### src/hw/exec_cfg.svh
// Width and latency constants of the execute stage, included by every RTL file that sizes a port
`ifndef EXEC_CFG_SVH
`define EXEC_CFG_SVH

`define EXEC_XLEN       64                // Data width
`define EXEC_RD_W       5                 // Destination tag width

// Edges from acceptance to a valid result
`define EXEC_LAT_ALU    1
`define EXEC_LAT_MUL32  2
`define EXEC_LAT_MUL64  3
`define EXEC_LAT_DIV32  17
`define EXEC_LAT_DIV64  33

`define EXEC_SB_DEPTH   `EXEC_LAT_DIV64   // Longest latency sets the reservation span

`endif
### src/hw/wb_scoreboard.sv
// Writeback reservation shift register; tells the issue logic which latency classes may go now
`timescale 1ns/1ns
`include "exec_cfg.svh"

module wb_scoreboard (
    input  logic clk_i,
    input  logic rstn_i,
    input  logic kill_i,         // Drops every reservation

    input  logic set_alu_i,      // Accepted ALU op
    input  logic set_mul32_i,    // Accepted MULW
    input  logic set_mul64_i,    // Accepted MUL
    input  logic set_div32_i,    // Accepted DIVW
    input  logic set_div64_i,    // Accepted DIV

    output logic ready_alu_o,    // Writeback free 1 edge ahead
    output logic ready_mul32_o,  // Writeback free 2 edges ahead
    output logic ready_mul64_o,  // Writeback free 3 edges ahead
    output logic ready_div32_o,  // Writeback free 17 edges ahead
    output logic ready_div64_o   // Writeback free 33 edges ahead
);

    localparam int DEPTH = `EXEC_SB_DEPTH;

    logic [DEPTH-1:0] slot_q;    // Bit k set means writeback taken k+1 edges from now
    logic [DEPTH-1:0] slot_d;

    always_comb begin
        slot_d = {1'b0, slot_q[DEPTH-1:1]};                        // Age by one edge
        // A new op claims slot L-1 now, which sits at L-2 after the edge
        if (set_mul32_i) slot_d[`EXEC_LAT_MUL32-2] = 1'b1;
        if (set_mul64_i) slot_d[`EXEC_LAT_MUL64-2] = 1'b1;
        if (set_div32_i) slot_d[`EXEC_LAT_DIV32-2] = 1'b1;
        if (set_div64_i) slot_d[`EXEC_LAT_DIV64-2] = 1'b1;
    end

    always_ff @(posedge clk_i or negedge rstn_i) begin
        if (!rstn_i) begin
            slot_q <= '0;
        end else if (kill_i) begin
            slot_q <= '0;                                          // Flush pending writebacks
        end else begin
            slot_q <= slot_d;
        end
    end

    assign ready_alu_o   = ~slot_q[`EXEC_LAT_ALU-1];
    assign ready_mul32_o = ~slot_q[`EXEC_LAT_MUL32-1];
    assign ready_mul64_o = ~slot_q[`EXEC_LAT_MUL64-1];
    assign ready_div32_o = ~slot_q[`EXEC_LAT_DIV32-1];
    assign ready_div64_o = ~slot_q[`EXEC_LAT_DIV64-1];

    // Issue logic must never set a slot that another op already owns
    assert property (@(posedge clk_i) disable iff (!rstn_i)
        !((set_alu_i   && slot_q[`EXEC_LAT_ALU-1])   ||
          (set_mul32_i && slot_q[`EXEC_LAT_MUL32-1]) ||
          (set_mul64_i && slot_q[`EXEC_LAT_MUL64-1]) ||
          (set_div32_i && slot_q[`EXEC_LAT_DIV32-1]) ||
          (set_div64_i && slot_q[`EXEC_LAT_DIV64-1])))
        else $error("wb_scoreboard: reservation collision");

endmodule

### config.mk
export PLATFORM = sky130hd
export DESIGN_NAME = wb_scoreboard
export DESIGN_NICKNAME = d
export VERILOG_FILES = /design/src/hw/wb_scoreboard.sv
export VERILOG_INCLUDE_DIRS = /design/src /design/src/hw
export SDC_FILE = /design/constraint.sdc
export NUM_CORES = 1
export LEC_CHECK = 0
export BUFFER_PORTS_ARGS = -buffer_cell sky130_fd_sc_hd__clkbuf_2
export CORE_AREA = 3 3 59 47
export CTS_CLUSTER_SIZE = 16
export DETAILED_ROUTE_END_ITERATION = 10
export DIE_AREA = 0 0 62 50
export PLACE_DENSITY = 0.75
export SLEW_MARGIN = 5
export SYNTH_ARGS = -nofsm -noshare
export SYNTH_HDL_FRONTEND = slang
export SYNTH_SLANG_ARGS = --single-unit
export TNS_END_PERCENT = 50
### constraint.sdc
create_clock -name clk_i -period 0.8 [get_ports clk_i]
set_input_delay 0.04 -clock clk_i [delete_from_list [all_inputs] [get_ports clk_i]]
set_output_delay 0.04 -clock clk_i [all_outputs]
set_load 0.02 [all_outputs]
# Word level (Yosys, flattened, before mapping)

Index checks and enable logic that the tools add are counted.
W data, S select, Z words.

Bits in registers: 33
Latch bits: 0
RAM bits: 0
Memory bits (read-only): 0
Input bits: 8
Output and inout bits: 5
Word-level logic and storage cells: 11
Memories kept: 0

Add/sub/neg operators: 0
Multiply operators: 0
Divide/modulo/power cells: 0
Order comparisons: 0
Equal/unequal tests: 0
Shift-type cells: 0
Multiplexer cells: 5
Bitwise gates (word level): 5
Reduce and logical (&&, ||, !) cells: 0

Operator list:

| operator   | number |
|---|---|
| $mux W32   | 1 |
| $not A1 Y1 | 5 |
| $mux W1    | 4 |

# Depth between registers and ports, before layout

Depth in word-level cells: 2
Depth in mapped cells: 2
Mapped depth without buffers: 1

# Least setup slack after synthesis

OpenSTA, ideal clock, no wires.

Kind: register to register
Start point: register slot_q[1]
End point: register slot_q[0]
Library setup time: 0.119 ns
Arrival: 0.531 ns
Required time: 0.681 ns
Slack: 0.150 ns
Cell stages (with the launch flop): 2
Path buffers: 0
Period minus slack after synthesis: 0.650 ns
Cells stage by stage: dfrtp_1 o21ba_2

Longest elaborated chain between the ends: 2

Ends and longest elaborated chain:

| item                   | RTL line            | source |
|---|---|---|
| start, declared        | wb_scoreboard.sv:25 | `logic [DEPTH-1:0] slot_q;` |
| start signal, assigned | wb_scoreboard.sv:43 | `slot_q <= slot_d;` |
| $mux W1                | wb_scoreboard.sv:31 | `` if (set_mul32_i) slot_d[`EXEC_LAT_MUL32-2] = 1'b1; `` |
| $mux W32               | wb_scoreboard.sv:40 | `end else if (kill_i) begin` |

No other way between the ends.

# Worst setup path after layout

Start point: register slot_q[2]
End point: output ready_mul64_o

Longest elaborated chain between the ends: 1

Ends and longest elaborated chain:

| item          | RTL line            | source |
|---|---|---|
| $not A1 Y1    | wb_scoreboard.sv:49 | `` assign ready_mul64_o = ~slot_q[`EXEC_LAT_MUL64-1]; `` |
| end, declared | wb_scoreboard.sv:18 | `output logic ready_mul64_o,` |

No other way between the ends.

==> metrics.log <==
INFO  metric clk_pin_slew_worst_paths = 100 ps
INFO  metric post_synth_num_cell_types = 8
INFO  metric ctsRootBufferMaster = sky130_fd_sc_hd__clkbuf_4
INFO  metric largest_registers = slot_q (32)
INFO  metric total_power = 2.76 mW
INFO  metric power.density_cell_area = 2030 nW/um2
INFO  metric crit-reg2reg-capture = slot_q[0]$_DFF_PN0_
INFO  metric timing.clock.skew = 10.1 ps
INFO  metric tritoncts = yes
INFO  metric setup_ws = -140 ps
INFO  metric postRouteAntennaNets = 0
INFO  metric clock-sinks = 32
INFO  metric hold_viol = 0
INFO  metric overflow = 0
INFO  metric failing_checks = negative setup slack
INFO  metric power_frac_comb = 6.6%
INFO  metric worstSetupEndpointType = primary output
INFO  metric area_delta_synth_final = 28.3%
INFO  metric clk_network_pwr_share = 33.9%
INFO  metric drt_first_pass_iters = 3
INFO  metric worstPathArrival = 900 ps
INFO  metric max_stage_delay = 380 ps
INFO  metric r2r.worst_path.cells = 2
INFO  metric timing.max_cap.violations = 0
INFO  metric syn_nets = 81
INFO  metric status = finished with violations
INFO  metric portBuffers = 10
INFO  metric grt_setup_unrepaired = yes
INFO  metric netlist_instances = 73
INFO  metric antenna_found_initial = 0
INFO  metric fillCellCount = 188
INFO  metric initial_utilization = 46.7%
INFO  metric mappedNetlistArea = 1060 um2
INFO  metric p_seq_share = 59.5%
INFO  metric yosysWarnings = 0
INFO  metric path_max_fanout = 2
INFO  metric max-clock-path-buffers = 2
INFO  metric gp_congestion = 0.669
INFO  metric drt_iter0_markers = 4
INFO  metric clock.fmax = 1060 MHz
INFO  metric critPathCapture = ready_mul64_o
INFO  metric report.final.slew_viol_count = 0
INFO  metric worstSkewPairLatency = 320 ps
INFO  metric p_int = 2.15 mW
INFO  metric wl = 1440 um
INFO  metric worst_ep_required_time = 760 ps
INFO  metric cts_htree_levels = 2
INFO  metric worst_setup_path_start_kind = register
INFO  metric leakagePower = 0.682 nW
INFO  metric nets = 104
INFO  metric ff2ff_setup_slack = 0 ps
INFO  metric cts_inserted_buffers = 5
INFO  metric fp.dieArea = 3100 um2
INFO  metric setup-violations-final = 4
INFO  metric via_count_of_the_first_global_routing_pass = 579
INFO  metric grt_usage = 12.2%
INFO  metric ys_ff_latch = 32
INFO  metric route.detailed.wl_per_inst = 11.0 um
INFO  metric switchingPower = 0.608 mW
INFO  metric die_y = 50 um
INFO  metric worst_ir_drop_vdd = 1.11 mV
INFO  metric drt_drc_violations_left = 0
INFO  metric worstReg2RegStart = slot_q[1]$_DFF_PN0_
INFO  metric die_w = 62 um
INFO  metric hold_class = primary input to register
INFO  metric post-dp-hpwl = 799 um
INFO  metric critical-path-slowest-cell = sky130_fd_sc_hd__dfrtp_1
INFO  metric core = 2270 um2
INFO  metric antennaDiodeCount = 0
INFO  metric maximum_number_of_pins_on_one_net_before_global_route_repair = 33
INFO  metric synth.yosys.seq_area_share = 75.6%
INFO  metric largest_reg_flops = 32
INFO  metric floorplan.io_pins = 13
INFO  metric fin_crit = 940 ps
INFO  metric floorplan.rows = 15
INFO  metric critical_path_class = register to primary output
INFO  metric critical_path.cell_chain = inv_1 > clkbuf_8
INFO  metric core_utilization_of_the_finished_layout = 59.9%
INFO  metric crit_start = slot_q[2]$_DFF_PN0_
INFO  metric wire_length_of_the_first_global_routing_pass = 2570 um
INFO  metric final.period_utilization = 117%
INFO  metric fin_setup_tns = -515 ps
INFO  metric drive_above_1_share = 28.9%
INFO  metric switching_share = 22.1%
INFO  metric detailroute.via_count = 542
INFO  metric largest-register = slot_q
INFO  metric viasPerCell = 4.14
INFO  metric syn_area_per_cell = 14.5 um2
-- metal layers --
metal	routed length, um	vias to the layer above	global-route usage, %
li1	-	260	-
met1	684	266	15.3
met2	644	13	16.2
met3	76	3	5.50
met4	29	0	8.48
met5	0	-	0
-- placed cells by master (no fill, tap or decap), drive strengths merged --
cell and count:
dlygate4sd3 5, dfrtp 32, nor2b 29, o21ba 3, clkinv 2, conb 1, inv 4, clkbuf 14
buf 7
-- critical path, delay by kind of cell (launching register included) --
kind                   cells  cell delay [ps]
buffers and inverters      2              190
DFF                        1              380
-- cell type report --
cell class              count  area [um2]  share of cell area, %
clock buffers               6        51.3                   3.77
clock inverters             2        10.0                  0.736
inverters                   4        15.0                   1.10
multi-input cells          33         228                   16.7
flip-flops and latches     32         801                   58.9
well taps                  34        42.5                   3.13
repair buffers             20         213                   15.6
-- synthesized netlist by cell type --
| library cell | count | area [um2] |
|---|---|---|
| sky130_fd_sc_hd__buf_2 | 2 | 10.0 |
| sky130_fd_sc_hd__buf_4 | 1 | 7.51 |
| sky130_fd_sc_hd__buf_6 | 1 | 11.3 |
| sky130_fd_sc_hd__conb_1 | 1 | 3.75 |
| sky130_fd_sc_hd__dfrtp_1 | 32 | 801 |
| sky130_fd_sc_hd__inv_1 | 4 | 15.0 |
| sky130_fd_sc_hd__nor2b_1 | 29 | 181 |
| sky130_fd_sc_hd__o21ba_2 | 3 | 30.0 |
-- cells by family (layout without fill, tap and decap cells) --
family                 Yosys count  in the layout  share of synthesized area [%]
DFF                             32             32                           75.6
other                            1              1                          0.354
AOI/OAI and AO/OA                3              3                           2.83
buffers and inverters            8             32                           4.13
and+or+nand+nor                 29             29                           17.1
-- how the worst min path moves through the flow --
| stage | from | end | cells past startpoint | slack [ps] |
|---|---|---|---|---|
| final | kill_i | slot_q[16]$_DFF_PN0_ | 3 | 70 |
| after global routing | kill_i | slot_q[17]$_DFF_PN0_ | 3 | 70 |
| after CTS | kill_i | slot_q[16]$_DFF_PN0_ | 3 | 50 |
| after detailed placement | rstn_i | slot_q[14]$_DFF_PN0_ | 2 | 8 |
| after global placement | rstn_i | slot_q[12]$_DFF_PN0_ | 2 | 5 |
| after floorplan | rstn_i | slot_q[0]$_DFF_PN0_ | 0 | -260 |
-- per-stage QoR --
stage | hold WS (ps) | worst slack, ps | instance area (um2) | std cells
3_3_place_gp | 5.25 | 141 | 1180 | 116
4_1_cts | 54.8 | -178 | 1330 | 129
5_1_grt | 66.3 | -198 | 1360 | 131
2_1_floorplan | -256 | 150 | 1060 | 73
3_5_place_dp | 8.39 | 133 | 1180 | 116
6_report | 72.2 | -140 | 1360 | 131
-- power by group through the flow --
stage	combinational, mW	sequential, mW	clock, mW
6_report	0.181	1.64	0.935
5_1_grt	0.202	1.65	1.07
4_1_cts	0.173	1.64	0.988
3_5_place_dp	0.143	1.67	0
3_3_place_gp	0.139	1.67	0
2_1_floorplan	0.0608	1.67	0
-- timing repair --
| item | CTS | global route |
|---|---|---|
| gates resized for setup | 8 | 6 |
| pin swaps | 0 | 0 |
| setup buffers | 0 | 2 |
| endpoints found under the setup margin | 4 | 4 |
| hold buffers | 5 | 0 |
| endpoints found under the hold margin | 36 | 0 |
Power figures use the tool's default switching activity.
