## src/hw/exec_cfg.svh

```systemverilog
// Width and latency constants of the execute stage, included by every RTL file that sizes a port
`ifndef EXEC_CFG_SVH
`define EXEC_CFG_SVH

`define EXEC_XLEN       64                // Data width
`define EXEC_RD_W       5                 // Destination tag width

// Edges from acceptance to a valid result
`define EXEC_LAT_ALU    1
`define EXEC_LAT_MUL32  2
`define EXEC_LAT_MUL64  3
`define EXEC_LAT_DIV32  17
`define EXEC_LAT_DIV64  33

`define EXEC_SB_DEPTH   `EXEC_LAT_DIV64   // Longest latency sets the reservation span

`endif
```

## src/hw/exec_pkg.sv

```systemverilog
// Operation and latency-class types shared by the execute-stage RTL and its testbench
package exec_pkg;

    // Operations accepted by the stage
    typedef enum logic [3:0] {
        OP_ADD  = 4'd0,    // 64-bit add
        OP_SUB  = 4'd1,    // 64-bit subtract
        OP_AND  = 4'd2,
        OP_OR   = 4'd3,
        OP_XOR  = 4'd4,
        OP_MULW = 4'd5,    // Low 32 bits of product, sign-extended
        OP_MUL  = 4'd6,    // Low 64 bits of product
        OP_DIVW = 4'd7,    // Signed 32-bit quotient, sign-extended
        OP_DIV  = 4'd8     // Signed 64-bit quotient
    } exec_op_e;

    // Writeback latency classes seen by the scoreboard
    typedef enum logic [2:0] {
        LAT_1     = 3'd0,  // ALU
        LAT_MUL32 = 3'd1,
        LAT_MUL64 = 3'd2,
        LAT_DIV32 = 3'd3,
        LAT_DIV64 = 3'd4
    } lat_class_e;

endpackage

```

## src/hw/exec_issue.sv

```systemverilog
// Issue logic of the execute stage; turns the operation into a class, a ready level and strobes
`timescale 1ns/1ns

module exec_issue (
    input  logic               kill_i,          // Blocks issue in the kill cycle
    input  logic               instr_valid_i,
    input  exec_pkg::exec_op_e instr_op_i,
    input  logic               ready_alu_i,     // Scoreboard levels
    input  logic               ready_mul32_i,
    input  logic               ready_mul64_i,
    input  logic               ready_div32_i,
    input  logic               ready_div64_i,
    input  logic               div_busy_i,      // Divider holds an op
    output logic               instr_ready_o,
    output logic               set_alu_o,       // Reservation strobes
    output logic               set_mul32_o,
    output logic               set_mul64_o,
    output logic               set_div32_o,
    output logic               set_div64_o,
    output logic               alu_start_o,     // Unit starts
    output logic               mul_start_o,
    output logic               div_start_o
);

    import exec_pkg::*;

    lat_class_e cls;          // Latency class of the presented op
    logic       class_ready;  // Slot free and unit able to take it
    logic       accept;       // Valid and ready this cycle

    always_comb begin
        case (instr_op_i)
            OP_MULW: cls = LAT_MUL32;
            OP_MUL:  cls = LAT_MUL64;
            OP_DIVW: cls = LAT_DIV32;
            OP_DIV:  cls = LAT_DIV64;
            default: cls = LAT_1;              // ALU ops
        endcase
    end

    always_comb begin
        case (cls)
            LAT_MUL32: class_ready = ready_mul32_i;
            LAT_MUL64: class_ready = ready_mul64_i;
            LAT_DIV32: class_ready = ready_div32_i & ~div_busy_i;
            LAT_DIV64: class_ready = ready_div64_i & ~div_busy_i;
            default:   class_ready = ready_alu_i;
        endcase
    end

    assign instr_ready_o = class_ready & ~kill_i;
    assign accept        = instr_valid_i & instr_ready_o;

    assign set_alu_o   = accept & (cls == LAT_1);
    assign set_mul32_o = accept & (cls == LAT_MUL32);
    assign set_mul64_o = accept & (cls == LAT_MUL64);
    assign set_div32_o = accept & (cls == LAT_DIV32);
    assign set_div64_o = accept & (cls == LAT_DIV64);

    assign alu_start_o = set_alu_o;
    assign mul_start_o = set_mul32_o | set_mul64_o;
    assign div_start_o = set_div32_o | set_div64_o;

endmodule

```

## config.mk

```make
export PLATFORM = sky130hd
export DESIGN_NAME = exec_issue
export DESIGN_NICKNAME = d
export VERILOG_FILES = /design/src/hw/exec_cfg.svh /design/src/hw/exec_pkg.sv /design/src/hw/exec_issue.sv
export SDC_FILE = /design/constraint.sdc
export NUM_CORES = 1
export LEC_CHECK = 0
export BUFFER_PORTS_ARGS = -buffer_cell sky130_fd_sc_hd__buf_2
export CAP_MARGIN = 30
export CORE_AREA = 2 2 39 41
export DETAILED_ROUTE_END_ITERATION = 12
export DIE_AREA = 0 0 41 43
export GPL_TIMING_DRIVEN = 0
export PLACE_DENSITY = 0.44
export SETUP_SLACK_MARGIN = 0.5
export SLEW_MARGIN = 20
export SYNTH_ARGS = -nofsm -noshare
export SYNTH_HDL_FRONTEND = slang
export SYNTH_SLANG_ARGS = --single-unit
```

## constraint.sdc

```tcl
create_clock -name vclk -period 2.01
set_input_delay 0 -clock vclk [all_inputs]
set_output_delay 0 -clock vclk [all_outputs]
set_load 0.02 [all_outputs]
```

### After elaboration in Yosys (flattened, before gate mapping)

Index checks and enable logic that the tools add are counted.

* muxes and demuxes: 2
* bitwise operators: 13
* reduce and logical (&&, ||, !) cells: 1
* equal/unequal tests: 8

Operator list (number)
* $eq 4x3->1 const B: 3
* $pmux 3 s4: 1
* $and 1x1->1: 9
* $eq 3x2->1 const B: 2
* $eq 4x4->1 const B: 1
* $pmux 1 s4: 1
* $eq 3x1->1 const B: 1
* $eq 3x3->1 const B: 1
* $logic_not 3->1: 1
* $not 1->1: 2
* $or 1x1->1: 2

* input bits: 12
* word-level logic and storage cells: 24
* flip-flop bits (word level): 0
* output and inout port bits: 9

### Longest topological paths before layout

Gate-level depths: netlist (run 1).

* depth in word-level cells: 8
* depth in mapped cells: 6
* gate-level depth less buffers: 4

### Worst setup path after synthesis (run 1)

OpenSTA, ideal clock, no wires.

* kind: input to output
* from: input instr_op_i[1]
* to: output set_alu_o
* required time: 2.010 ns
* buffers on the path: 2
* slack: 0.342 ns
* stages: 6
* arrival time: 1.668 ns
* path through: buf_6 -> or4b_4 -> o32ai_4 -> o311ai_4 -> nor2_1 -> buf_4

* cells in the longest elaborated chain, start to end: 7
* elaborated cells on any way between the ends: 14
* classes of those cells: 8 x eq/ne; 2 x mux; 3 x bitwise; 1 x reduce/logical

RTL lines
* start: declaration: line exec_issue.sv:7 `input exec_pkg::exec_op_e instr_op_i,`
* $eq 4x4->1 / $eq 4x3->1 (equally long branches): line exec_issue.sv:32 `case (instr_op_i)`
* $pmux 3 s4 (*): line exec_issue.sv:32
* $eq 3x3->1 (tied with other cells): line exec_issue.sv:42 `case (cls)`
* $pmux 1 s4: line exec_issue.sv:42
* $and 1x1->1: line exec_issue.sv:51 `assign instr_ready_o = class_ready & ~kill_i;`
* $and 1x1->1: line exec_issue.sv:52 `assign accept = instr_valid_i & instr_ready_o;`
* $and 1x1->1 (*): line exec_issue.sv:54 `assign set_alu_o = accept & (cls == LAT_1);`
* end: declaration: line exec_issue.sv:15 `output logic set_alu_o,`

Mark *: on every way between the ends. The rest lies on a longest branch, timed or not.

### Worst setup path after layout (run 1)

* from: input instr_op_i[0]
* to: output set_mul32_o

* cells in the longest elaborated chain, start to end: 7
* elaborated cells on any way between the ends: 13
* classes of those cells: 8 x eq/ne; 2 x mux; 3 x bitwise

RTL lines
* $eq 4x4->1 / $eq 4x3->1 (equally long branches): line exec_issue.sv:32
* $pmux 3 s4 (*): line exec_issue.sv:32
* $eq 3x3->1 (tied with other cells): line exec_issue.sv:42
* $pmux 1 s4: line exec_issue.sv:42
* $and 1x1->1: line exec_issue.sv:51
* $and 1x1->1: line exec_issue.sv:52
* $and 1x1->1 (*): line exec_issue.sv:55 `assign set_mul32_o = accept & (cls == LAT_MUL32);`
* end: declaration: line exec_issue.sv:16 `output logic set_mul32_o,`

Marks and branches as above.

==> results of run 1 <==
==> tightest hold or removal path: cells and delay by family <==
| kind | cells | cell delay, ns |
|---|---|---|
| buffers and inverters | 2 | 0.24 |
| and+or+nand+nor | 1 | 0.04 |
==> stage by stage <==
stage / cell area [sq um] / hold WS (ns) / instances
finish: 505 / 0.267 / 72
global route: 505 / 0.283 / 72
CTS: 445 / 0.269 / 70
detailed placement: 370 / 0.268 / 64
global placement: 370 / 0.265 / 64
floorplan: 255 / 0.0798 / 29
==> path summary, 6_finish.rpt <==
| path | startpoint | endpoint | slack [ns] | cells after the start |
|---|---|---|---|---|
| max | instr_op_i[0] | set_mul32_o | 0.34 | 7 |
| min | kill_i | instr_ready_o | 0.27 | 3 |
==> report_power, final <==
part | switching, W | internal [W] | total, W
clock | 0 | 0 | 0
combinational | 0.0000404 | 0.0000422 | 0.0000825
sequential | 0 | 0 | 0
total | 0.0000404 | 0.0000422 | 0.0000825
==> routing by layer <==
metal / global-route usage, % / part of all wire (%)
met1: 11.1 / 44
met2: 16.6 / 47
met3: 0 / 8.1
met4: 0 / 0
met5: 0 / 0
==> final cells by class <==
type                       instances  share of cell area, %
inverter                           3                   2.23
timing repair buffer              27                   36.6
multi-input combinational         23                   48.5
tap                               16                   3.96
buffer                             3                   8.66
==> cells in the final DEF, fill, tap and decap left out, types with 2 or more instances in the layout <==
cell type  netlist  final
a21oi_1          2      2
buf_2            0     13
buf_4            1     11
buf_6            1      5
inv_1            3      3
nand3b_1         2      2
nor2_1           4      3
nor3_4           0      2
or2b_2           2      2
==> cells by family (layout without fill, tap and decap cells) <==
| group | count (synthesis) | in the layout | share of synthesized area (%) |
|---|---|---|---|
| xor gates and xnor gates | 1 | 1 | 3.54 |
| and+or+nand+nor | 16 | 16 | 47.0 |
| buffers and inverters | 6 | 33 | 17.7 |
| AOI/OAI and AO/OA | 6 | 6 | 31.8 |
==> what timing repair did <==
action                     CTS  global route
setup buffers                6             2
pin swaps                    6             4
gates resized for setup      6            10
setup endpoints to repair    8             8
==> reports/metrics.yaml, run 1 <==
status: "finished, final reports clean"
worstPathCellList: "clkbuf_16 -> or4b_4 -> o211a_4 -> o311ai_4 -> buf_4 -> nor4_4 -> buf_4"
grtUsageTotal_pct: 8.79
dieWidth_um: 41
cp_max_fo: 6
dr.pass1.iters: 1
max_freq_ghz: 0.600
vdd_drop_max_mv: 0.0402
synth_top_area_share_pct: 11.1
fillers: 157
min_period_ns: 1.67
area_delta_synth_final_pct: 104
ant_nets: 0
yosys.area.top_type: "o32ai_4"
worstSetupStartpointType: "input port"
seq_cells: 0
nClkBuffers: 0
synthDistinctLibCells: 19
netlist_top_cells_area: "o32ai_4, o311ai_4, or2b_2, nor3_1, nand3b_1"
yosys_warnings: 0
grt_pass1_vias: 292
first_iter_violations: 0
avgSynthCellArea_sq_um: 8.54
pin_count: 21
hold_viol_final: 0
maxCapViolCount: 0
initial_core_util_pct: 17.9
gp_congestion: 0.584
period_share_pct: 82.9
pwr_density_cell_nw_per_um2: 163
core_sq_um: 1380
syn_area_sq_um: 248
critPathKind: "input port to primary output"
drive_gt1_share_pct: 73.2
holdCritPathClass: "input port to primary output"
grt_max_degree: 10
hold_buffers: 0
finalSetupViolCount: 0
grt_pass1_wl_um: 1160
power_w: 0.0000825
wl_per_cell_um: 10.1
syn_nets: 41
maxSlewViolCount: 0
dp_hpwl_um: 530
multi_input_area_sq_um: 245
yosys.cell_count.top_type: "nor2_1"
yosysSeqAreaShare_pct: 0
fin_ws_ns: 0.343
crit_path_top_delay_cell: "or4b_4"
die_area_sq_um: 1760
num_rows: 14
rsz0062_at_grt: "yes"
cpPeakStageDelay_ns: 0.57
place_ws_ns: 0.347
cpMostUsedCell: "buf_4"
path_delay_family: "simple AND/OR/NAND/NOR gates"
fp.dieH_um: 43
antenna_found_initial: 0
drc: 0
overflow: 0
regArea_sq_um: 0
utilization_pct: 36.5
routed-via-count: 309
crit_buf_inv: 3
relSlewSlack_pct: 73.9
p_leak_nw: 0.229
portBuffers: 19
cp.required_ns: 2.01
drt-total-wl_um: 725
viasPerCell: 4.29
critical_path_arrival_ns: 1.67
diodes: 0
syn-instance-count: 29
critPathCaptureType: "primary output"
finalSetupTns_ns: 0
synth.top_cells.by_count: "nor2_1, inv_1, nor3_1"
nNetsFinal: 70
worstMarginPinSlew_ns: 0.390
Power figures use the tool's default switching activity.
==> inputs of run 2 (changes only) <==
--- a/config.mk
+++ b/config.mk
@@ -11,7 +11,7 @@
 export DETAILED_ROUTE_END_ITERATION = 12
 export DIE_AREA = 0 0 41 43
 export GPL_TIMING_DRIVEN = 0
-export PLACE_DENSITY = 0.44
+export PLACE_DENSITY = 0.45
 export SETUP_SLACK_MARGIN = 0.5
 export SLEW_MARGIN = 20
 export SYNTH_ARGS = -nofsm -noshare
==> constraint.sdc (replaced) <==
create_clock -name vclk -period 1.4
set_input_delay 0 -clock vclk [all_inputs]
set_output_delay 0 -clock vclk [all_outputs]
set_load 0.02 [all_outputs]
==> reports/metrics.yaml, run 2 (synthesized netlist as in run 1, its figures left out) <==
ant_nets: 0  # unchanged
core_sq_um: 1380  # unchanged
maxSlewViolCount: 0  # unchanged
p_clk_share_pct: 0  # about the same
diodes: 0  # unchanged
drive_gt1_share_pct: 75.5  # was 73.2%
antenna_found_initial: 0  # unchanged
fillers: 158  # was 157
die_area_sq_um: 1760  # unchanged
utilization_pct: 36.8  # was 36.5%
overflow: 0  # unchanged
routed-via-count: 302  # was 309
p_leak_nw: 0.214  # was 0.229 nW
finalSetupViolCount: 8  # was 0
p_switching_w: 0.0000559  # was 0.0000404 W
min_period_ns: 1.60
vdd_drop_max_mv: 0.0902  # was 0.0402 mV
fin_ws_ns: -0.201  # was 0.343 ns
worstMarginPinSlew_ns: 0.357  # was 0.390 ns
holdCritPathClass: "input port to primary output"  # unchanged
worstSetupStartpointType: "input port"  # unchanged
fp.dieH_um: 43  # unchanged
regArea_sq_um: 0  # unchanged
critPathCaptureType: "primary output"  # unchanged
multi_input_area_sq_um: 245  # unchanged
drt-total-wl_um: 727  # was 725 um
maxCapViolCount: 0  # unchanged
gp_congestion: 0.566  # was 0.584
p_seq_share_pct: 0  # about the same
hold_viol_final: 0  # unchanged
dp_hpwl_um: 532  # was 530 um
switching_share_pct: 45.7  # was 48.9%
finalSetupTns_ns: -1.03  # was 0 ns
area_delta_synth_final_pct: 106  # was 104%
period_share_pct: 114
violations: "negative setup slack"
pin_count: 21  # unchanged
grt_max_degree: 10  # unchanged
grt_pass1_vias: 265  # was 292
internal_power_w: 0.0000663  # was 0.0000422 W
cp.required_ns: 1.40  # was 2.01 ns
seq_cells: 0  # unchanged
rsz0062_at_grt: "yes"  # unchanged
drc: 0  # unchanged
initial_core_util_pct: 17.9  # unchanged
comb_power_share_pct: 100.0  # about the same
wl_per_cell_um: 10.5  # was 10.1 um
critical_path_arrival_ns: 1.60  # was 1.67 ns
portBuffers: 19  # unchanged
first_iter_violations: 4  # was 0
final_common_cell: "buf_4"  # was buf_2
pwr_density_cell_nw_per_um2: 240  # was 163 nW/um^2
grtUsageTotal_pct: 8.59  # was 8.79%
nClkBuffers: 0  # unchanged
dieWidth_um: 41  # unchanged
cp_max_fo: 4  # was 6
dr.pass1.iters: 2  # was 1
layout_common_cells: "buf_4, buf_2, buf_6"  # was buf_2, buf_4, buf_6
relSlewSlack_pct: 76.2  # was 73.9%
grt_pass1_wl_um: 1120  # was 1160 um
max_freq_ghz: 0.625
critPathKind: "input port to primary output"  # unchanged
num_rows: 14  # unchanged
status: "complete, but fails checks"  # was finished, final reports clean
viasPerCell: 4.38  # was 4.29
nNetsFinal: 67  # was 70
==> run 2: cell count changes in the layout (fill, tap and decap cells not counted), sizes merged <==
| cell | delta |
|---|---|
| buf | -3 |
==> run 2: routing by layer <==
metal	vias up	routed length (um)	global-route usage, %
li1	154	-	-
met1	132	292	12.7
met2	16	369	14.4
met3	0	65	0
met4	0	0	0
met5	-	0	0
==> run 2: final timing paths <==
path / end / cells past startpoint / start
max: set_mul64_o / 7 / instr_op_i[1]
min: instr_ready_o / 3 / kill_i
==> run 2: per-stage QoR <==
step                      total power (W)  hold WS [ns]  worst slack (ns)  area [sq um]  instances
after global placement          0.0000930         0.270            -0.324           395         64
after floorplan                 0.0000658        0.0476            -0.188           280         29
after detailed placement        0.0000945         0.272            -0.333           395         64
after global routing             0.000133         0.264            -0.284           509         69
final                            0.000122         0.251            -0.201           509         69
after CTS                        0.000109         0.273            -0.232           449         66
==> run 2: final cells by class <==
| class | count | area share (%) |
|---|---|---|
| multi-input cells | 23 | 48.2 |
| repair buffers | 24 | 34.6 |
| plain buffers | 3 | 11.1 |
| well taps | 16 | 3.93 |
| inverters | 3 | 2.21 |
==> run 2: critical path, cell delays in order <==
cell	delay (ns)
buf_12	0.10
or4b_4	0.57
o32ai_4	0.27
o311ai_4	0.14
buf_6	0.15
nor4b_4	0.19
buf_4	0.17
==> run 2: what timing repair did <==
| action | 4_1_cts | 5_1_grt |
|---|---|---|
| endpoints found under the setup margin | 9 | 9 |
| hold buffers | 0 | 0 |
| setup buffers | 2 | 3 |
| gates resized for setup | 8 | 11 |
| cloned | 0 | 0 |
| pin swaps | 4 | 2 |
==> run 2: power by group through the flow <==
stage	Clock, W	Combinational (W)	Sequential (W)
final	0	0.000122	0
after CTS	0	0.000109	0
after detailed placement	0	0.0000945	0
after global placement	0	0.0000930	0
after global routing	0	0.000133	0
after floorplan	0	0.0000658	0
