`src/hw/exec_cfg.svh`:
```
// Width and latency constants of the execute stage, included by every RTL file that sizes a port
`ifndef EXEC_CFG_SVH
`define EXEC_CFG_SVH

`define EXEC_XLEN       64                // Data width
`define EXEC_RD_W       5                 // Destination tag width

// Edges from acceptance to a valid result
`define EXEC_LAT_ALU    1
`define EXEC_LAT_MUL32  2
`define EXEC_LAT_MUL64  3
`define EXEC_LAT_DIV32  17
`define EXEC_LAT_DIV64  33

`define EXEC_SB_DEPTH   `EXEC_LAT_DIV64   // Longest latency sets the reservation span

`endif
```
`src/hw/exec_pkg.sv`:
```
// Operation and latency-class types shared by the execute-stage RTL and its testbench
package exec_pkg;

    // Operations accepted by the stage
    typedef enum logic [3:0] {
        OP_ADD  = 4'd0,    // 64-bit add
        OP_SUB  = 4'd1,    // 64-bit subtract
        OP_AND  = 4'd2,
        OP_OR   = 4'd3,
        OP_XOR  = 4'd4,
        OP_MULW = 4'd5,    // Low 32 bits of product, sign-extended
        OP_MUL  = 4'd6,    // Low 64 bits of product
        OP_DIVW = 4'd7,    // Signed 32-bit quotient, sign-extended
        OP_DIV  = 4'd8     // Signed 64-bit quotient
    } exec_op_e;

    // Writeback latency classes seen by the scoreboard
    typedef enum logic [2:0] {
        LAT_1     = 3'd0,  // ALU
        LAT_MUL32 = 3'd1,
        LAT_MUL64 = 3'd2,
        LAT_DIV32 = 3'd3,
        LAT_DIV64 = 3'd4
    } lat_class_e;

endpackage

```
`src/hw/alu_unit.sv`:
```
// Single-cycle ALU of the execute stage, started by the issue logic and read at writeback
`timescale 1ns/1ns
`include "exec_cfg.svh"

module alu_unit (
    input  logic                  clk_i,
    input  logic                  rstn_i,
    input  logic                  start_i,      // Accepted ALU op
    input  exec_pkg::exec_op_e    op_i,
    input  logic [`EXEC_RD_W-1:0] rd_i,
    input  logic [`EXEC_XLEN-1:0] src1_i,
    input  logic [`EXEC_XLEN-1:0] src2_i,
    output logic                  res_valid_o,  // One-cycle pulse
    output logic [`EXEC_RD_W-1:0] res_rd_o,
    output logic [`EXEC_XLEN-1:0] res_data_o
);

    import exec_pkg::*;

    logic [`EXEC_XLEN-1:0] result;

    always_comb begin
        case (op_i)
            OP_ADD:  result = src1_i + src2_i;
            OP_SUB:  result = src1_i - src2_i;
            OP_AND:  result = src1_i & src2_i;
            OP_OR:   result = src1_i | src2_i;
            OP_XOR:  result = src1_i ^ src2_i;
            default: result = '0;                   // Not an ALU op
        endcase
    end

    // Valid is control and sees reset; kill does not reach a 1-cycle op
    always_ff @(posedge clk_i or negedge rstn_i) begin
        if (!rstn_i) begin
            res_valid_o <= 1'b0;
        end else begin
            res_valid_o <= start_i;
        end
    end

    always_ff @(posedge clk_i) begin
        res_rd_o   <= rd_i;
        res_data_o <= result;
    end

endmodule

```
`config.mk`:
```
export PLATFORM = sky130hd
export DESIGN_NAME = alu_unit
export DESIGN_NICKNAME = d
export VERILOG_FILES = /design/src/hw/exec_pkg.sv /design/src/hw/alu_unit.sv
export VERILOG_INCLUDE_DIRS = /design/src /design/src/hw
export SDC_FILE = /design/constraint.sdc
export NUM_CORES = 1
export LEC_CHECK = 0
export BUFFER_PORTS_ARGS = -buffer_cell sky130_fd_sc_hd__buf_2
export CORE_UTILIZATION = 45
export CTS_BUF_LIST = sky130_fd_sc_hd__clkbuf_4
export DETAILED_ROUTE_END_ITERATION = 6
export PLACE_DENSITY = 0.68
export REMOVE_ABC_BUFFERS = 1
export SLEW_MARGIN = 20
export SYNTH_ARGS = -nofsm -noshare
export SYNTH_HDL_FRONTEND = slang
export SYNTH_SLANG_ARGS = --single-unit
```
`constraint.sdc`:
```
create_clock -name clk_i -period 0.8 [get_ports clk_i]
set_input_delay 0.04 -clock clk_i [delete_from_list [all_inputs] [get_ports clk_i]]
set_output_delay 0.04 -clock clk_i [all_outputs]
set_load 0.02 [all_outputs]
```
-- Word-level counts from Yosys, hierarchy flattened
Index checks and enable logic that the tools add are counted.
- input port bits: 140
- flip-flop bits (word level): 70
- output and inout bits: 70
- logic and storage cells: 14
- bitwise gates (word level): 3
- reduce and logical (&&, ||, !) cells: 1
- add/sub/neg operators: 2
- equality and inequality tests: 4
- mux-type cells: 1
- operators by type and width (operator ; number):
    case mux 64 bit (5 select lines) ; 1
    adder 64 bit ; 1
    AND 64 bit ; 1
    bitwise OR 64 bit ; 1
    subtractor 64 bit ; 1
    bitwise XOR 64 bit ; 1
    equality test 4 x 2 -> 1 bit (second input constant) ; 2
    equality test 4 x 1 -> 1 bit (second input constant) ; 1
    equality test 4 x 3 -> 1 bit (second input constant) ; 1
    logical NOT 4 bit ; 1

-- Logic depth before layout (Yosys ltp)
Gate-level depths: netlist of run 1.
- depth in word-level cells: 2
- mapped depth: 23
- depth with buffers taken out: 23

-- Least setup slack after synthesis of run 1
OpenSTA, ideal clock, no wires.
- kind: input-to-reg
- from: in src2_i[13]
- to: reg res_data_o[63]
- stages: 20
- path buffers: 0
- data arrival time: 3.866 ns
- path slack: -3.193 ns
- setup time: 0.127 ns
- required time: 0.673 ns
- cell sequence: or3_1 nor3_2 and3_4 nand3_2 or2_4 or3_1 and3b_1 a31oi_1 xnor2_1 ha_1 a21o_1 a21o_1 a21o_1 a211oi_1 nor2_1 a211oi_1 o21ai_0 a211oi_1 xnor2_1 o21ai_1
- word-level cells in the longest chain between the ends: 2
- elaborated cells between the ends (all ways): 3
- classes of those cells: 2 x add/sub; 1 x mux
- RTL lines (item ; line ; RTL):
    start: declaration ; alu_unit.sv:12 ; input logic [`EXEC_XLEN-1:0] src2_i,
    subtractor 64 bit or adder 64 bit (tied branches) ; alu_unit.sv:25, alu_unit.sv:24 ;
    case mux 64 bit (5 select lines) * ; alu_unit.sv:23 ; case (op_i)
    named net result[63] ; alu_unit.sv:20 ; logic [`EXEC_XLEN-1:0] result;
    end signal: assignment ; alu_unit.sv:44 ; res_data_o <= result;
    end: declaration ; alu_unit.sv:15 ; output logic [`EXEC_XLEN-1:0] res_data_o
The timed path passes the listed nets; every way through them passes the cells marked *.

-- Worst setup path in the final report of run 1
- from: in src2_i[1]
- to: reg res_data_o[57]
The elaborated chain is that of the path after synthesis.

==> impl_metrics.yaml, run 1 <==
power:
  power.density_nw_per_um2: 1180
  ir_drop_uv: 845
  pwr-share-comb_pct: 64.7
  p_sw_w: 0.00885
  seq_power_share_pct: 19.2
  power_leakage_nw: 8.95
  p_total_w: 0.0212
  p_clk_share_pct: 16.1
  p_int_w: 0.0123
  switching_share_pct: 41.7
detailed_routing:
  ant_nets: 0
  first_iter_violations: 1151
  vias_per_cell: 6.08
  num_vias: 13500
  wire_per_inst_um: 22.0
  drc: 0
  dr.pass1.iters: 6
  drt_wl_total_um: 48900
worst_setup_path:
  crit_arrival_ns: 4.50
  crit_fanout: 4
  end_kind: "flop"
  path_class: "in2reg"
  worstSetupStartpointType: "input port"
  worstPathRequired_ns: 1.22
sta:
  finalHoldViolations: 12
  hold_ws_ns: -0.0812
  fin_crit_sh_pct: 509
  fin_crit_ns: 4.07
  maxSlewViolCount: 0
  layout_setup_ws_ns: -3.27
  setup_viol: 134
  rsz0062_at_grt: "yes"
  worstMarginPinSlew_ns: 0.537
  slew_headroom_pct: 64.0
  max_freq_mhz: 245
synth:
  avgSynthCellArea_um2: 7.86
  yosys_most_used_dff: "dfxtp_1"
  ys_types: 76
  ys_ff_latch: 70
  synth_edf_count: 0
  async_flop_share_pct: 1.43
  synthCells: 1231
  synth.yosys.warnings: 0
  syn_area_um2: 9670
  seq_area_frac_synth_pct: 14.5
layout:
  final_nets: 2277
  layout-drive-gt1-share_pct: 56.2
  post-route-util_pct: 85.7
  areaGrowthSynthToFinish_pct: 86.2
min_path:
  hold_path_class: "in2reg"
  min_path_cells: 4
placement:
  gp_congestion: 0.977
  hpwlAfterDp_um: 28500
  io_buffer_count: 209
clock_network:
  clk_pin_slew_worst_paths_ns: 0.17
  clockBufferDepth: 2
  cts_tree: "built"
  clockRootBuffer: "clkbuf_4"
  cts_made_buffers: 9
  cts-htree-levels: 3
  ctsHoldBuffers: 13
  clock_sinks: 70
global_route:
  antenna_found_initial: 3
  grt_pass1_wl_um: 62100
  grt_pass1_vias: 12600
  grt-ovfl-total: 0
  grtUsageTotal_pct: 35.4
  grt_start_max_net_pins: 30
outcome:
  violations: "negative hold slack, negative setup slack"
  status: "finished, violations left"
die:
  placeableCoreArea_um2: 21000
  die-area_um2: 22100
  io_pins: 210
  num_rows: 53
  die_w_um: 149
  start_util_pct: 46.0
  fp.dieH_um: 149
job:
  maxCapViolCount: 0
[synthesized netlist by cell type, drive strengths merged, types with 8 or more instances]
cell type  number  area, um2
a31oi          17        106
o211ai         10       80.1
dfxtp          69       1380
and3           13       87.6
nor3           16        101
ha            192       2400
nor4            9       56.3
a21oi          76        380
a21o           37        278
o21bai          8       60.1
a211oi          9       67.6
o21ai          69        349
nor2           63        236
nand2          84        318
nand3          15       80.1
xnor2          98        858
o31ai          13        103
xor2           20        175
nand4          14       93.8
o21a           10       75.1
a221oi         11        103
a22oi          52        390
inv           145        544
or3             9       61.3
clkbuf         44        165
o221ai         52        455
nand2b          8       50.1
[worst max-delay path, stage by stage]
cell	delay, ns
buf_2	0.11
buf_4	0.15
nor3_4	0.25
nor3b_4	0.34
buf_4	0.17
buf_6	0.09
buf_6	0.08
buf_6	0.11
a31oi_4	0.14
xnor2_2	0.37
ha_1	0.33
buf_6	0.15
o211ai_1	0.13
nor2_1	0.09
o21ai_1	0.46
and3_4	0.34
o211ai_4	0.12
a221oi_4	0.31
buf_6	0.18
o31ai_4	0.08
buf_6	0.14
buf_6	0.11
mux2i_1	0.13
nand2_1	0.07
[path summary, 6_finish.rpt]
kind,from,slack [ns],end
min in group asynchronous,rstn_i,0.34,res_valid_o$_DFF_PN0_
max in group asynchronous,rstn_i,0.36,res_valid_o$_DFF_PN0_
max,src2_i[1],-3.27,res_data_o[57]$_DFF_P_
min,src1_i[61],-0.08,res_data_o[61]$_DFF_P_
[routing by layer]
| metal | global-route usage [%] | vias up | wire, um |
|---|---|---|---|
| met3 | 4.75 | 307 | 4420 |
| met4 | 18.3 | 4 | 3420 |
| met5 | 0 | - | 50 |
| li1 | - | 5904 | - |
| met1 | 42.8 | 6433 | 17900 |
| met2 | 60.7 | 881 | 23200 |
[final cells by class]
class | instances | area (um2)
diodes | 2 | 5.00
clock buffers | 9 | 67.6
clock inverters | 7 | 121
fillers | 1049 | 3020
inverters | 145 | 544
multi-input cells | 969 | 9390
flip-flops and latches | 70 | 1490
well taps | 275 | 344
repair buffers | 749 | 6040
[cells by family (layout without fill, tap and decap cells)]
group	count (synthesis)	in the layout	share of synthesized area, %
fa+ha+maj	193	193	25.0
flops	70	70	14.5
compound gates	395	395	28.4
other cells	0	2	0
buf+inv	192	910	7.52
mux	3	3	0.310
xor+xnor	118	118	10.7
simple gates	260	260	13.5
[repair_timing]
item,CTS,global route
pin swaps,148,190
cloned,1,2
gates resized for setup,437,228
endpoints found under the hold margin,32,8
setup buffers,49,61
endpoints found under the setup margin,133,134
[power groups by stage]
stage / registers [W] / clock network [W] / logic, W
finish: 0.00407 / 0.00341 / 0.0137
floorplan: 0.00442 / 0 / 0.00423
CTS: 0.00404 / 0.00338 / 0.0112
global placement: 0.00398 / 0 / 0.00904
global route: 0.00410 / 0.00350 / 0.0143
detailed placement: 0.00398 / 0 / 0.00922
[cell usage in the layout, fill, tap and decap left out, drive strengths merged, types with 20 or more instances in the layout]
cell    netlist  layout
buf           3     735
ha          192     192
inv         145     146
xnor2        98      98
nand2        84      84
a21oi        76      76
dfxtp        69      69
o21ai        69      69
nor2         63      63
a22oi        52      52
o221ai       52      52
a21o         37      37
xor2         20      20
[sequential cells by signal, indices dropped and copies added (netlist names)]
register     cells
res_data_o      64
res_rd_o         5
res_valid_o      1
[through the flow]
stage	area [um2]	hold slack (ns)	setup slack, ns	TNS [ns]	std cells
floorplan	9490	-0.256	-5.16	-316.73	1184
global placement	14400	-0.186	-3.69	-183.71	2108
detailed placement	14400	-0.184	-3.76	-187.66	2108
CTS	16600	-0.0902	-2.91	-156.91	2180
global route	18000	-0.0512	-3.38	-181.93	2226
finish	18000	-0.0812	-3.27	-175.75	2226
Power figures use the tool's default switching activity.
==> run 2: changes to the inputs <==
--- a/config.mk
+++ b/config.mk
@@ -10,6 +10,7 @@
 export CORE_UTILIZATION = 45
 export CTS_BUF_LIST = sky130_fd_sc_hd__clkbuf_4
 export DETAILED_ROUTE_END_ITERATION = 6
+export HOLD_SLACK_MARGIN = 0.08
 export PLACE_DENSITY = 0.68
 export REMOVE_ABC_BUFFERS = 1
 export SLEW_MARGIN = 20
==> impl_metrics.yaml, run 2 (synthesis gave the netlist of run 1 again) <==
detailed_routing:
  dr.pass1.iters: 7
  wire_per_inst_um: 21.6
  ant_nets: 0
  num_vias: 13500
  drt_wl_total_um: 48300
  vias_per_cell: 6.04
  first_iter_violations: 1178
  drc: 10
placement:
  pre_cts_ws_ns: -3.76
  gp_congestion: 0.977
  io_buffer_count: 209
  post_dp_cell_area_um2: 14400
  hpwlAfterDp_um: 28500
power:
  power.density_nw_per_um2: 1170
  power_leakage_nw: 9.01
  ir_drop_uv: 859
  p_total_w: 0.0212
min_path:
  min_path_cells: 4
  hold_path_class: "in2reg"
  holdPathEnd: "res_data_o[61]$_DFF_P_"
  worstHoldStart: "src1_i[61]"
layout:
  final_cell_area_um2: 18100
  regMostFlops: "res_data_o"
  final_common_cell: "buf_4"
  final_nets: 2286
  areaGrowthSynthToFinish_pct: 87.3
  fill_cells: 1039
  layout-drive-gt1-share_pct: 56.3
  final_cell_mix: "buf_4, ha_1, buf_6, inv_1, buf_2"
  top_regs: "res_data_o x64, res_rd_o x5, res_valid_o x1"
  largest_register_ffs: 64
sta:
  setup_viol: 134
  worstMarginPinSlew_ns: 0.513
  finalHoldViolations: 10
  fin_crit_sh_pct: 500
  max_freq_mhz: 250
  rsz0062_at_grt: "yes"
  maxSlewViolCount: 0
  layout_setup_ws_ns: -3.20
  slew_headroom_pct: 65.4
  hold_ws_ns: -0.0699
  fin_crit_ns: 4.00
die:
  placeableCoreArea_um2: 21000
  num_rows: 53
  start_util_pct: 46.0
  io_pins: 210
  die_w_um: 149
  fp.dieH_um: 149
  die-area_um2: 22100
worst_setup_path:
  path_class: "in2reg"
  worstPathRequired_ns: 1.20
  crit_arrival_ns: 4.41
  end_kind: "flop"
  crit_fanout: 4
  worstSetupStartpointType: "input port"
global_route:
  grt_start_max_net_pins: 30
  grtUsageTotal_pct: 35.7
  grt_pass1_wl_um: 62700
  grt-ovfl-total: 0
  antenna_found_initial: 2
  grt_pass1_vias: 12700
outcome:
  violations: "design-rule violations, negative hold slack, negative setup slack"
  status: "finished, violations left"
clock_network:
  cts_made_buffers: 9
  clock_sinks: 70
  clockRootBuffer: "clkbuf_4"
  clk_pin_slew_worst_paths_ns: 0.16
  cts-htree-levels: 3
  ctsHoldBuffers: 18
  cts_tree: "built"
  clockBufferDepth: 2
job:
  maxCapViolCount: 0
run 2: worst max-delay path by stage:
stage	start	endpoint	slack (ns)
after floorplan	op_i[0]	res_data_o[57]$_DFF_P_	-5.16
after global placement	src2_i[4]	res_data_o[63]$_DFF_P_	-3.69
after detailed placement	src2_i[1]	res_data_o[63]$_DFF_P_	-3.76
after CTS	src2_i[3]	res_data_o[54]$_DFF_P_	-2.91
after global routing	src2_i[4]	res_data_o[63]$_DFF_P_	-3.25
final	src2_i[4]	res_data_o[63]$_DFF_P_	-3.20
run 2: critical path: stages:
cell,delay [ns]
buf_6,0.09
or3_4,0.44
nor3_4,0.23
and3_4,0.26
nand3_4,0.09
or2_4,0.28
or3_4,0.34
and3b_2,0.31
a31oi_4,0.11
xnor2_2,0.22
ha_4,0.25
a21o_1,0.15
a21o_1,0.20
a21o_1,0.21
a211oi_2,0.23
nor2_1,0.10
a211oi_2,0.27
o21ai_2,0.14
a211oi_2,0.22
xnor2_1,0.14
o21ai_1,0.07
run 2: timing repair:
| item | CTS | global route |
|---|---|---|
| cloned | 1 | 2 |
| resized for setup | 437 | 238 |
| pin swaps | 148 | 186 |
| hold endpoints to repair | 65 | 41 |
| buffers inserted | 49 | 62 |
| endpoints found under the setup margin | 133 | 134 |
run 2: cell type report:
cell class                      count  area (um2)  area share (%)
Multi-Input combinational cell    969        9400            51.9
Timing Repair Buffer              758        6150            33.9
Sequential cell                    70        1490            8.24
Inverter                          145         547            3.02
Tap cell                          275         344            1.90
Clock inverter                      7         121           0.670
Clock buffer                        9        67.6           0.373
Antenna cell                        1        2.50          0.0138
run 2: per-layer routing:
layer	vias up	part of all wire (%)	track usage, %
met1	6344	37	42.7
met5	-	0.017	0
met2	920	48	61.6
met4	2	6.5	19.3
met3	308	8.8	4.85
li1	5909	-	-
run 2: power by group:
group,internal [W],switching (W)
Clock,0.00160,0.00178
Combinational,0.00691,0.00682
Sequential,0.00389,0.000169
run 2: stage by stage:
stage          utilization (%)  setup TNS [ns]  std cells
6_report                  86.2         -171.54       2234
4_1_cts                   79.1         -156.91       2185
3_5_place_dp              68.3         -187.66       2108
2_1_floorplan                -         -316.73       1184
5_1_grt                   86.2         -176.42       2234
3_3_place_gp              68.3         -183.71       2108
